## config.mk

```make
export PLATFORM = sky130hd
export DESIGN_NAME = loadQueue
export DESIGN_NICKNAME = d
export VERILOG_FILES = /design/src/hw/ldqPkg.sv /design/src/hw/lsAccessIf.sv /design/src/hw/conflictMatch.sv /design/src/hw/ldqArray.sv /design/src/hw/ldqEntry.sv /design/src/hw/loadQueue.sv /design/src/hw/occupancyCounter.sv
export SDC_FILE = /design/constraint.sdc
export NUM_CORES = 2
export LEC_CHECK = 0
export ABC_CLOCK_PERIOD_IN_PS = 11550
export BUFFER_PORTS_ARGS = -buffer_cell sky130_fd_sc_hd__buf_4
export CAP_MARGIN = 20
export CORE_ASPECT_RATIO = 0.9
export CORE_UTILIZATION = 40
export DETAILED_ROUTE_END_ITERATION = 10
export GPL_TIMING_DRIVEN = 0
export PLACE_DENSITY_LB_ADDON = 0.05
export SKIP_CTS_REPAIR_TIMING = 1
export SLEW_MARGIN = 20
export SYNTH_ARGS = -nofsm -noshare
export SYNTH_HDL_FRONTEND = slang
export SYNTH_SLANG_ARGS = --single-unit
```

## constraint.sdc

```tcl
create_clock -name clk -period 11.55 [get_ports clk]
set_clock_uncertainty 0.2 [all_clocks]
set_input_delay 1.155 -clock clk [delete_from_list [all_inputs] [get_ports clk]]
set_output_delay 1.155 -clock clk [all_outputs]
set_load 0.01 [all_outputs]
```

## src/hw/ldqPkg.sv

```systemverilog
package ldqPkg;

  // even or odd half of a line address
  localparam int LINE_ADDR_W = 36;

  // bank mask with the low half in the bottom bits
  localparam int BANK_W = 32;
  localparam int HALF_BANKS = BANK_W / 2;

  // byte-low mask inside a bank
  localparam int BLOW_W = 4;

  // instruction index carried by every load
  localparam int II_W = 10;

  // snoop word has the line address on top and the odd select in bit 0
  localparam int SNOOP_W = LINE_ADDR_W + 1;

endpackage

```

## src/hw/lsAccessIf.sv

```systemverilog
`timescale 1ns/1ps

interface lsAccessIf import ldqPkg::*; ();

  logic [LINE_ADDR_W-1:0] addrE;
  logic [LINE_ADDR_W-1:0] addrO;
  logic [BANK_W-1:0]      banks;
  logic [BLOW_W-1:0]      blow;
  // which of the four line/bank halves the access touches
  logic                   isOH;
  logic                   isEH;
  logic                   isOL;
  logic                   isEL;

  modport src (
    output addrE, addrO, banks, blow,
    output isOH, isEH, isOL, isEL
  );

  modport dst (
    input addrE, addrO, banks, blow,
    input isOH, isEH, isOL, isEL
  );

endinterface

```

## src/hw/conflictMatch.sv

```systemverilog
`timescale 1ns/1ps

module conflictMatch import ldqPkg::*; (
  input  logic [LINE_ADDR_W-1:0] addrE,
  input  logic [LINE_ADDR_W-1:0] addrO,
  input  logic [BANK_W-1:0]      banks,
  input  logic [BLOW_W-1:0]      blow,
  input  logic                   isOH,
  input  logic                   isEH,
  input  logic                   isOL,
  input  logic                   isEL,
  lsAccessIf.dst                 probe,
  input  logic [SNOOP_W-1:0]     snoopAddr,
  output logic                   chkHit,
  output logic                   snoopHit
);

  logic bankL, bankH, matchE, matchO, blowHit;
  logic [LINE_ADDR_W-1:0] snLine;
  logic snOdd, anyL, anyH, snMatchE, snMatchO;

  // store probe
  assign bankL = |(banks[HALF_BANKS-1:0] & probe.banks[HALF_BANKS-1:0]);
  assign bankH = |(banks[BANK_W-1:HALF_BANKS] & probe.banks[BANK_W-1:HALF_BANKS]);
  assign matchE = probe.addrE == addrE;
  assign matchO = probe.addrO == addrO;
  assign blowHit = |(blow & probe.blow);

  assign chkHit = blowHit & (isOH & probe.isOH & matchO & bankH |
                             isOL & probe.isOL & matchO & bankL |
                             isEH & probe.isEH & matchE & bankH |
                             isEL & probe.isEL & matchE & bankL);

  // snoop covers a whole line, so any bank in a half and all bytes count
  assign snLine = snoopAddr[SNOOP_W-1:1];
  assign snOdd = snoopAddr[0];
  assign anyL = |banks[HALF_BANKS-1:0];
  assign anyH = |banks[BANK_W-1:HALF_BANKS];
  assign snMatchE = snLine == addrE;
  assign snMatchO = snLine == addrO;

  assign snoopHit = (|blow) & (snOdd & isOH & snMatchO & anyH |
                               snOdd & isOL & snMatchO & anyL |
                               ~snOdd & isEH & snMatchE & anyH |
                               ~snOdd & isEL & snMatchE & anyL);

endmodule

```

## src/hw/ldqArray.sv

```systemverilog
`timescale 1ns/1ps

module ldqArray import ldqPkg::*; #(
  parameter int ENTRIES = 8
) (
  input  logic               clk,
  input  logic               rst,
  input  logic               except,
  lsAccessIf.dst             newAcc,
  input  logic [II_W-1:0]    newIi,
  input  logic               newEn,
  lsAccessIf.dst             chkAcc,
  input  logic               chkEn,
  input  logic [SNOOP_W-1:0] snoopAddr,
  input  logic               snoopEn,
  input  logic [II_W-1:0]    freeIi,
  input  logic               freeEn,
  output logic               freeHit,
  output logic               freeConfl,
  output logic               freeConflSmp
);

  logic [ENTRIES-1:0] validVec;
  logic [ENTRIES-1:0] pickVec;
  logic [ENTRIES-1:0] allocVec;
  logic [ENTRIES-1:0] freeHitVec;
  logic [ENTRIES-1:0] freeConflVec;
  logic [ENTRIES-1:0] freeSmpVec;
  logic [SNOOP_W-1:0] snoopAddrQ;
  logic               snoopEnQ;
  logic               newChkHit;
  logic               newConfl;

  // lowest free slot wins
  always_comb begin
    pickVec = '0;
    for (int i = ENTRIES - 1; i >= 0; i--) begin
      if (!validVec[i]) begin
        pickVec = '0;
        pickVec[i] = 1'b1;
      end
    end
  end

  assign allocVec = pickVec & {ENTRIES{newEn}};

  always_ff @(posedge clk) begin
    if (rst) begin
      snoopEnQ <= 1'b0;
    end else begin
      snoopEnQ <= snoopEn;
    end
  end

  always_ff @(posedge clk) begin
    snoopAddrQ <= snoopAddr;
  end

  // a store checked in the allocation cycle still counts against the new load
  conflictMatch newMatch (
    .addrE    (newAcc.addrE),
    .addrO    (newAcc.addrO),
    .banks    (newAcc.banks),
    .blow     (newAcc.blow),
    .isOH     (newAcc.isOH),
    .isEH     (newAcc.isEH),
    .isOL     (newAcc.isOL),
    .isEL     (newAcc.isEL),
    .probe    (chkAcc),
    .snoopAddr(snoopAddrQ),
    .chkHit   (newChkHit),
    .snoopHit ()
  );

  assign newConfl = chkEn & newChkHit;

  for (genvar i = 0; i < ENTRIES; i++) begin : gEntry
    ldqEntry entry (
      .clk         (clk),
      .rst         (rst),
      .except      (except),
      .newAcc      (newAcc),
      .newIi       (newIi),
      .alloc       (allocVec[i]),
      .newConfl    (newConfl),
      .chkAcc      (chkAcc),
      .chkEn       (chkEn),
      .snoopAddr   (snoopAddrQ),
      .snoopEn     (snoopEnQ),
      .freeIi      (freeIi),
      .freeEn      (freeEn),
      .valid       (validVec[i]),
      .freeHit     (freeHitVec[i]),
      .freeConfl   (freeConflVec[i]),
      .freeConflSmp(freeSmpVec[i])
    );
  end

  // indices are unique among live loads, so at most one slot answers
  assign freeHit = |freeHitVec;
  assign freeConfl = |freeConflVec;
  assign freeConflSmp = |freeSmpVec;

  // at most one slot comes alive per edge
  oneAlloc: assert property (@(posedge clk) disable iff (rst)
    $onehot0(validVec & ~$past(validVec)))
    else $error("ldqArray: more than one slot allocated");

  // stall from the counter has to keep allocations off a full queue
  noFullAlloc: assert property (@(posedge clk) disable iff (rst) newEn |-> !(&validVec))
    else $error("ldqArray: newEn with no free slot");

endmodule

```

## src/hw/ldqEntry.sv

```systemverilog
`timescale 1ns/1ps

module ldqEntry import ldqPkg::*; (
  input  logic               clk,
  input  logic               rst,
  input  logic               except,
  lsAccessIf.dst             newAcc,
  input  logic [II_W-1:0]    newIi,
  input  logic               alloc,
  input  logic               newConfl,
  lsAccessIf.dst             chkAcc,
  input  logic               chkEn,
  input  logic [SNOOP_W-1:0] snoopAddr,
  input  logic               snoopEn,
  input  logic [II_W-1:0]    freeIi,
  input  logic               freeEn,
  output logic               valid,
  output logic               freeHit,
  output logic               freeConfl,
  output logic               freeConflSmp
);

  logic [LINE_ADDR_W-1:0] addrE;
  logic [LINE_ADDR_W-1:0] addrO;
  logic [BANK_W-1:0]      banks;
  logic [BLOW_W-1:0]      blow;
  logic                   isOH, isEH, isOL, isEL;
  logic [II_W-1:0]        ii;
  logic                   confl;
  logic                   conflSmp;
  logic                   chkHit;
  logic                   snoopHit;

  conflictMatch match0 (
    .addrE    (addrE),
    .addrO    (addrO),
    .banks    (banks),
    .blow     (blow),
    .isOH     (isOH),
    .isEH     (isEH),
    .isOL     (isOL),
    .isEL     (isEL),
    .probe    (chkAcc),
    .snoopAddr(snoopAddr),
    .chkHit   (chkHit),
    .snoopHit (snoopHit)
  );

  // same-cycle retire lookup
  assign freeHit = valid & freeEn & (freeIi == ii);
  assign freeConfl = freeHit & confl;
  assign freeConflSmp = freeHit & conflSmp;

  always_ff @(posedge clk) begin
    if (alloc) begin
      addrE <= newAcc.addrE;
      addrO <= newAcc.addrO;
      banks <= newAcc.banks;
      blow <= newAcc.blow;
      isOH <= newAcc.isOH;
      isEH <= newAcc.isEH;
      isOL <= newAcc.isOL;
      isEL <= newAcc.isEL;
      ii <= newIi;
    end
  end

  always_ff @(posedge clk) begin
    if (rst) begin
      valid <= 1'b0;
      confl <= 1'b0;
      conflSmp <= 1'b0;
    end else if (except) begin
      valid <= 1'b0;
    end else if (alloc) begin
      valid <= 1'b1;
      confl <= newConfl;
      conflSmp <= 1'b0;
    end else if (valid) begin
      // sticky until the slot is reused
      confl <= confl | (chkEn & chkHit) | (snoopEn & snoopHit);
      conflSmp <= conflSmp | (snoopEn & snoopHit);
      if (freeHit) begin
        valid <= 1'b0;
      end
    end
  end

  // slot picker must only hand out free slots
  allocFree: assert property (@(posedge clk) disable iff (rst) alloc |-> !valid)
    else $error("ldqEntry: alloc into a live slot");

endmodule

```

## src/hw/loadQueue.sv

```systemverilog
`timescale 1ns/1ps

module loadQueue import ldqPkg::*; #(
  parameter int ENTRIES = 8,
  parameter int STALL_LIMIT = 6
) (
  input  logic                   clk,
  input  logic                   rst,
  input  logic                   except,
  input  logic                   newEn,
  input  logic [LINE_ADDR_W-1:0] newAddrE,
  input  logic [LINE_ADDR_W-1:0] newAddrO,
  input  logic [BANK_W-1:0]      newBanks,
  input  logic [BLOW_W-1:0]      newBlow,
  input  logic                   newIsOH,
  input  logic                   newIsEH,
  input  logic                   newIsOL,
  input  logic                   newIsEL,
  input  logic [II_W-1:0]        newIi,
  input  logic                   chkEn,
  input  logic [LINE_ADDR_W-1:0] chkAddrE,
  input  logic [LINE_ADDR_W-1:0] chkAddrO,
  input  logic [BANK_W-1:0]      chkBanks,
  input  logic [BLOW_W-1:0]      chkBlow,
  input  logic                   chkIsOH,
  input  logic                   chkIsEH,
  input  logic                   chkIsOL,
  input  logic                   chkIsEL,
  input  logic                   snoopEn,
  input  logic [SNOOP_W-1:0]     snoopAddr,
  input  logic                   freeEn,
  input  logic [II_W-1:0]        freeIi,
  output logic                   freeHit,
  output logic                   freeConfl,
  output logic                   freeConflSmp,
  output logic                   doStall
);

  lsAccessIf newAcc ();
  lsAccessIf chkAcc ();

  logic accept;

  assign newAcc.addrE = newAddrE;
  assign newAcc.addrO = newAddrO;
  assign newAcc.banks = newBanks;
  assign newAcc.blow = newBlow;
  assign newAcc.isOH = newIsOH;
  assign newAcc.isEH = newIsEH;
  assign newAcc.isOL = newIsOL;
  assign newAcc.isEL = newIsEL;

  assign chkAcc.addrE = chkAddrE;
  assign chkAcc.addrO = chkAddrO;
  assign chkAcc.banks = chkBanks;
  assign chkAcc.blow = chkBlow;
  assign chkAcc.isOH = chkIsOH;
  assign chkAcc.isEH = chkIsEH;
  assign chkAcc.isOL = chkIsOL;
  assign chkAcc.isEL = chkIsEL;

  // loads offered during stall are dropped
  assign accept = newEn & ~doStall;

  ldqArray #(.ENTRIES(ENTRIES)) array0 (
    .clk         (clk),
    .rst         (rst),
    .except      (except),
    .newAcc      (newAcc),
    .newIi       (newIi),
    .newEn       (accept),
    .chkAcc      (chkAcc),
    .chkEn       (chkEn),
    .snoopAddr   (snoopAddr),
    .snoopEn     (snoopEn),
    .freeIi      (freeIi),
    .freeEn      (freeEn),
    .freeHit     (freeHit),
    .freeConfl   (freeConfl),
    .freeConflSmp(freeConflSmp)
  );

  occupancyCounter #(.ENTRIES(ENTRIES), .STALL_LIMIT(STALL_LIMIT)) counter0 (
    .clk    (clk),
    .rst    (rst),
    .except (except),
    .inc    (accept),
    .dec    (freeHit),
    .doStall(doStall)
  );

endmodule

```

## src/hw/occupancyCounter.sv

```systemverilog
`timescale 1ns/1ps

module occupancyCounter #(
  parameter int ENTRIES = 8,
  parameter int STALL_LIMIT = 6
) (
  input  logic clk,
  input  logic rst,
  input  logic except,
  input  logic inc,
  input  logic dec,
  output logic doStall
);

  localparam int CNT_W = $clog2(ENTRIES + 1);

  logic [CNT_W-1:0] count;

  always_ff @(posedge clk) begin
    if (rst) begin
      count <= '0;
    end else if (except) begin
      count <= '0;
    end else begin
      case ({inc, dec})
        2'b10: count <= count + 1'b1;
        2'b01: count <= count - 1'b1;
        default: count <= count;
      endcase
    end
  end

  // from the registered count only
  assign doStall = count >= CNT_W'(STALL_LIMIT);

  noUnderflow: assert property (@(posedge clk) disable iff (rst) dec |-> count != '0)
    else $error("occupancyCounter: retire with no live load");

  noOverflow: assert property (@(posedge clk) disable iff (rst) count <= CNT_W'(ENTRIES))
    else $error("occupancyCounter: count beyond ENTRIES");

endmodule

```

; ---- Word-level counts from Yosys, hierarchy flattened
; Index checks and enable logic that the tools add are counted.
[word_totals]
mem_count = 0
mem_bits_rw = 0
latchBits = 0
reg_bits = 1042
word_cells = 660
romBits = 0
[op_classes]
shifts = 0
n_mul = 0
eq_ne = 44
bitwise_logic = 377
n_reduce_logical = 72
div = 0
n_mux = 65
add_sub_neg = 2
order_cmp = 1
[ops]
columns = cell, n
row1 = == test 36 bit, 34
row2 = OR reduction 16 bit, 34
row3 = bitwise AND 16 bit, 18
row4 = bitwise AND 1 bit, 271
row5 = == test 10 bit, 8
row6 = OR 1 bit, 75
row7 = OR reduction 4 bit, 17
row8 = 2-to-1 mux 8 bit, 8
row9 = 2-to-1 mux 1 bit, 56
row10 = bitwise AND 4 bit, 9
row11 = OR reduction 8 bit, 3
row12 = nonzero test 2 bit, 9
row13 = AND reduction 2 bit, 8
row14 = bitwise AND 8 bit, 1
row15 = case mux 4 bit (2 select lines), 1
row16 = "adder 4 x 1 -> 4 bit, second input constant", 1
row17 = "greater-or-equal comparator 4 x 3 -> 1 bit, second input constant", 1
row18 = "subtractor 4 x 1 -> 4 bit, second input constant", 1
row19 = inverter 1 bit, 3
row20 = "== test 2 x 1 -> 1 bit, second input constant", 1
row21 = "== test 2 bit, second input constant", 1
row22 = OR reduction 2 bit, 1

; ---- Longest topological paths before layout
[depth]
word_depth = 12
depth_mapped = 14

; ---- Hierarchy
; Synthesis repeated with hierarchy kept, for this count alone.
[hier_totals]
cells_unflattened = 3459
area_unflattened_um2 = 49722.7
[modules_own_cells]
columns = module, area_each_um2, instances, cells_per_inst
row1 = ldqEntry, 3933.8, 8, 154
row2 = conflictMatch, 1894.3, 9, 237
row3 = ldqArray, 907.1, 1, 62
row4 = occupancyCounter, 282.8, 1, 31
row5 = loadQueue, 13.8, 1, 1

; ---- Least setup slack after synthesis
; Ideal clock, no wire load.
[synth_timing]
kind = input -> register
from = in newEn
to = reg array0.gEntry[3].entry.conflSmp
path_buffers = 0
slack_ps = 709
required_ps = 11227
stages = 4
arrival_time_ps = 10517
cell_sequence = nand4_2 > nor3_1 > a211oi_1 > o21a_1
[synth_between]
elab_chain_cells = 4
[synth_rtl]
columns = element, line
row1 = start: declaration, loadQueue.sv:10  ; input logic newEn,
row2 = bitwise AND 1 bit (*), loadQueue.sv:63  ; assign accept = newEn & ~doStall;
row3 = bitwise AND 8 bit (*), ldqArray.sv:45  ; assign allocVec = pickVec & {ENTRIES{newEn}};
row4 = named net array0.gEntry[3].entry.alloc, ldqEntry.sv:9  ; input logic alloc,
row5 = nonzero test 2 bit (no line), -
row6 = AND reduction 2 bit (no line), -
row7 = end signal: assignment, ldqEntry.sv:82  ; conflSmp <= conflSmp | (snoopEn & snoopHit);
row8 = end: declaration, ldqEntry.sv:30  ; logic conflSmp;
; Mark *: on every way through the listed nets, which the timed path passes. The rest lies on a longest branch.
; A chain may end at the register's enable or synchronous reset.

; ---- Worst setup path after layout
[layout_timing]
from = in freeIi[8]
to = out freeConfl
[layout_between]
elab_chain_cells = 4
[layout_rtl]
columns = element, line
row1 = start: declaration, loadQueue.sv:32  ; input logic [II_W-1:0] freeIi,
row2 = == test 10 bit, ldqEntry.sv:50  ; assign freeHit = valid & freeEn & (freeIi == ii);
row3 = bitwise AND 1 bit, ldqEntry.sv:50
row4 = bitwise AND 1 bit, ldqEntry.sv:51  ; assign freeConfl = freeHit & confl;
row5 = OR reduction 8 bit (*), ldqArray.sv:101  ; assign freeConfl = |freeConflVec;
row6 = end: declaration, loadQueue.sv:34  ; output logic freeConfl,
; Mark *: on every way between the ends. The rest lies on a longest branch, timed or not.

==> metrics.cfg <==
[floorplan]
initial_core_util_pct=40.4
pin_count=292
dieArea_sq_um=126000
die_w_microns=374
rows=122
die-height_microns=337
core-area_sq_um=123000

[yosys]
synth_area_sq_um=49800
synth_seq_area_share_pct=61.6
syn_nets=3849
synth_cell_type_count=65
ys.flop_type=edfxtp_1
yosysWarnings=0
synth_edf_count=976
synth-seq-cells=1042
synth_cells=3557
async_flop_share_pct=0
syn_area_per_cell_sq_um=14.0

[pwr]
power_switching_uw=2260
clkPwrFrac_pct=43.6
comb_power_share_pct=9.7
seqPwrFrac_pct=46.7
internal_power_uw=6750
p_sw_share_pct=25.0
powerDensity_nw_per_um2=155
worst_ir_drop_vdd_mv=0.112
p_leak_uw=0.0188

[clock_tree]
cts_made_buffers=112
clockBufferDepth=3
clk_pin_slew_ns=0.06
clkSinkCount=1042
clk-insertion-delay-late_ns=0.74
tritoncts=built
clockRootBuffer=clkbuf_16
htreeDepth=3

[timing]
max_freq_mhz=189
finalSetupViolCount=0
fin_ws_ns=6.26
post-route-min-period_ns=5.29
finalHoldViolations=0
finalMaxSlewViolations=0
layout_worst_path_cycle_share_pct=45.8
rsz0062_at_grt=no
maxSlewHeadroom_pct=11.4
hold_slack_ns=0.290
worst_pin_slew_ns=1.32

[placement]
globalplace.congestion=0.914
dpl_cell_area_sq_um=54300
io_buffers=166
pre_cts_slack_ns=6.14
dpl.hpwl_mm=149

[setup_path]
cp_slowest_cell=nor4_1
critPathMaxStageDelay_ns=0.72
worstSetupEndpointType=output pin
critPathLaunchType=input port
cp_common_cell=nand3_1
crit_type=in2out
crit_required_ns=10.20
worstPathArrival_ns=3.93
cp_cell_sequence=clkbuf_1 -> xnor2_1 -> nand3_1 -> or4_1 -> nor4_1 -> a22o_1 -> a221oi_1 -> nand3_1 -> buf_4
crit_fanout=8

[grt]
grt_pass1_vias=33000
grt_usage_pct=35.2
grt-ovfl-total=0
antenna_found_initial=25
grt_pass1_wl_mm=296
grt_max_degree=81

[routing]
drt_iter0_drc=5341
ant_nets=0
viasPerCell=6.24
wirelength_mm=226
routedWlPerCell_microns=40.2
first_pass_iters=5
drc=0
vias=35000

[cells_and_area]
fin_area_sq_um=58200
layout.nets=4192
final_cell_mix=976 x edfxtp_1, 664 x xor2_1, 638 x xnor2_1, 248 x nor4_1, 220 x buf_4
syn2layout_area_growth_pct=17.0
final_layout_size_suffix_gt1_share_pct=14.9
mostFrequentLayoutCell=edfxtp_1
fin_util_pct=47.3

[job]
cap_violations=0

[worst_hold_path]
min_path_type=reg2reg

[outcome]
status=finished, final reports clean

stage by stage:
step                TNS [ns]  cells  power [uW]
finish                     0   5613        9010
global route               0   5609        9160
CTS                        0   5609        9000
detailed placement         0   5398        5130
global placement     -700.42   5335        5130
floorplan                  0   3557        4680
synthesized netlist by cell type, drive strengths merged (2+ instances only):
cell | n | area [sq um]
nand2 | 48 | 180
a21o | 2 | 15.0
nand3 | 61 | 305
and3 | 6 | 37.5
nand4 | 214 | 1350
a21boi | 3 | 22.5
xor2 | 665 | 5830
clkbuf | 46 | 175
inv | 12 | 45.0
dfxtp | 66 | 1320
nor3 | 29 | 150
a21oi | 20 | 111
nor2 | 31 | 116
or4 | 13 | 97.6
o41ai | 2 | 17.5
o22ai | 19 | 125
a22oi | 85 | 638
a31oi | 12 | 75.1
nor4b | 2 | 17.5
and4 | 7 | 61.3
edfxtp | 976 | 29300
and2 | 7 | 43.8
nor4 | 269 | 1710
a211o | 2 | 17.5
o21ai | 13 | 65.1
o41a | 3 | 33.8
a22o | 50 | 438
ha | 3 | 37.5
a32o | 4 | 42.5
a32oi | 3 | 26.3
a221oi | 45 | 407
o211ai | 2 | 15.0
a211oi | 5 | 37.5
or3 | 3 | 18.8
a2111oi | 3 | 26.3
o21a | 14 | 105
nor3b | 3 | 22.5
xnor2 | 638 | 5590
buf | 158 | 977
cell families after synthesis:
| family | count (synthesis) | share of synthesized area (%) |
|---|---|---|
| fa+ha+maj | 4 | 0.116 |
| simple gates | 697 | 8.32 |
| buf+inv | 219 | 2.50 |
| flops | 1042 | 61.6 |
| xor+xnor | 1303 | 23.0 |
| compound gates | 292 | 4.56 |
registers in the layout, summed over array words and instances (netlist names):
| register | cells |
|---|---|
| array0.gEntry.entry.banks | 256 |
| array0.gEntry.entry.addrE | 288 |
| array0.gEntry.entry.isOH | 8 |
| array0.gEntry.entry.blow | 32 |
| array0.gEntry.entry.addrO | 288 |
| array0.gEntry.entry.confl | 8 |
| array0.gEntry.entry.conflSmp | 8 |
| array0.snoopEnQ | 1 |
| array0.snoopAddrQ | 37 |
| counter0.count | 4 |
| array0.gEntry.entry.isEH | 8 |
| array0.gEntry.entry.ii | 80 |
| array0.gEntry.entry.valid | 8 |
| array0.gEntry.entry.isOL | 8 |
| array0.gEntry.entry.isEL | 8 |
cell type report:
class / count / area [sq um]
Fill cell: 11000 / 65000
Clock inverter: 54 / 697
Buffer: 206 / 1200
Clock buffer: 157 / 3230
Timing Repair Buffer: 229 / 2340
Sequential cell: 1042 / 30600
Antenna cell: 4 / 10.0
Multi-Input combinational cell: 2296 / 18000
Tap cell: 1612 / 2020
Inverter: 13 / 48.8
power by group through the flow:
stage	logic, uW	clock network, uW	registers, uW
floorplan	394	0	4280
global placement	836	0	4290
detailed placement	846	0	4280
CTS	849	3950	4200
global route	879	4080	4210
finish	875	3930	4200
metal layers:
| metal | track usage [%] | wire (microns) | up-vias | share of wire [%] |
|---|---|---|---|---|
| met5 | 0 | 71 | - | 0.031 |
| met4 | 14.1 | 10600 | 10 | 4.7 |
| met3 | 8.05 | 25600 | 482 | 11 |
| met2 | 53.0 | 97600 | 2487 | 43 |
| met1 | 49.1 | 91700 | 18000 | 41 |
| li1 | - | - | 14000 | - |
worst max-delay path: cells and delay by family:
| kind | cells | cell delay (ns) |
|---|---|---|
| AOI/OAI and AO/OA | 2 | 0.36 |
| xor gates and xnor gates | 1 | 0.19 |
| buffers and inverters | 2 | 0.64 |
| and+or+nand+nor | 4 | 1.59 |
final timing paths:
check,from,endpoint,cells after the start,slack [ns]
min,array0.gEntry[2].entry.conflSmp,array0.gEntry[2].entry.conflSmp,1,0.29
max reg2reg,array0.snoopAddrQ[31],array0.gEntry[1].entry.confl,10,7.02
min reg2reg,array0.gEntry[2].entry.conflSmp,array0.gEntry[2].entry.conflSmp,1,0.29
max,freeIi[8],freeConfl,9,6.26
Note: power is estimated with default switching activity, not from simulation.
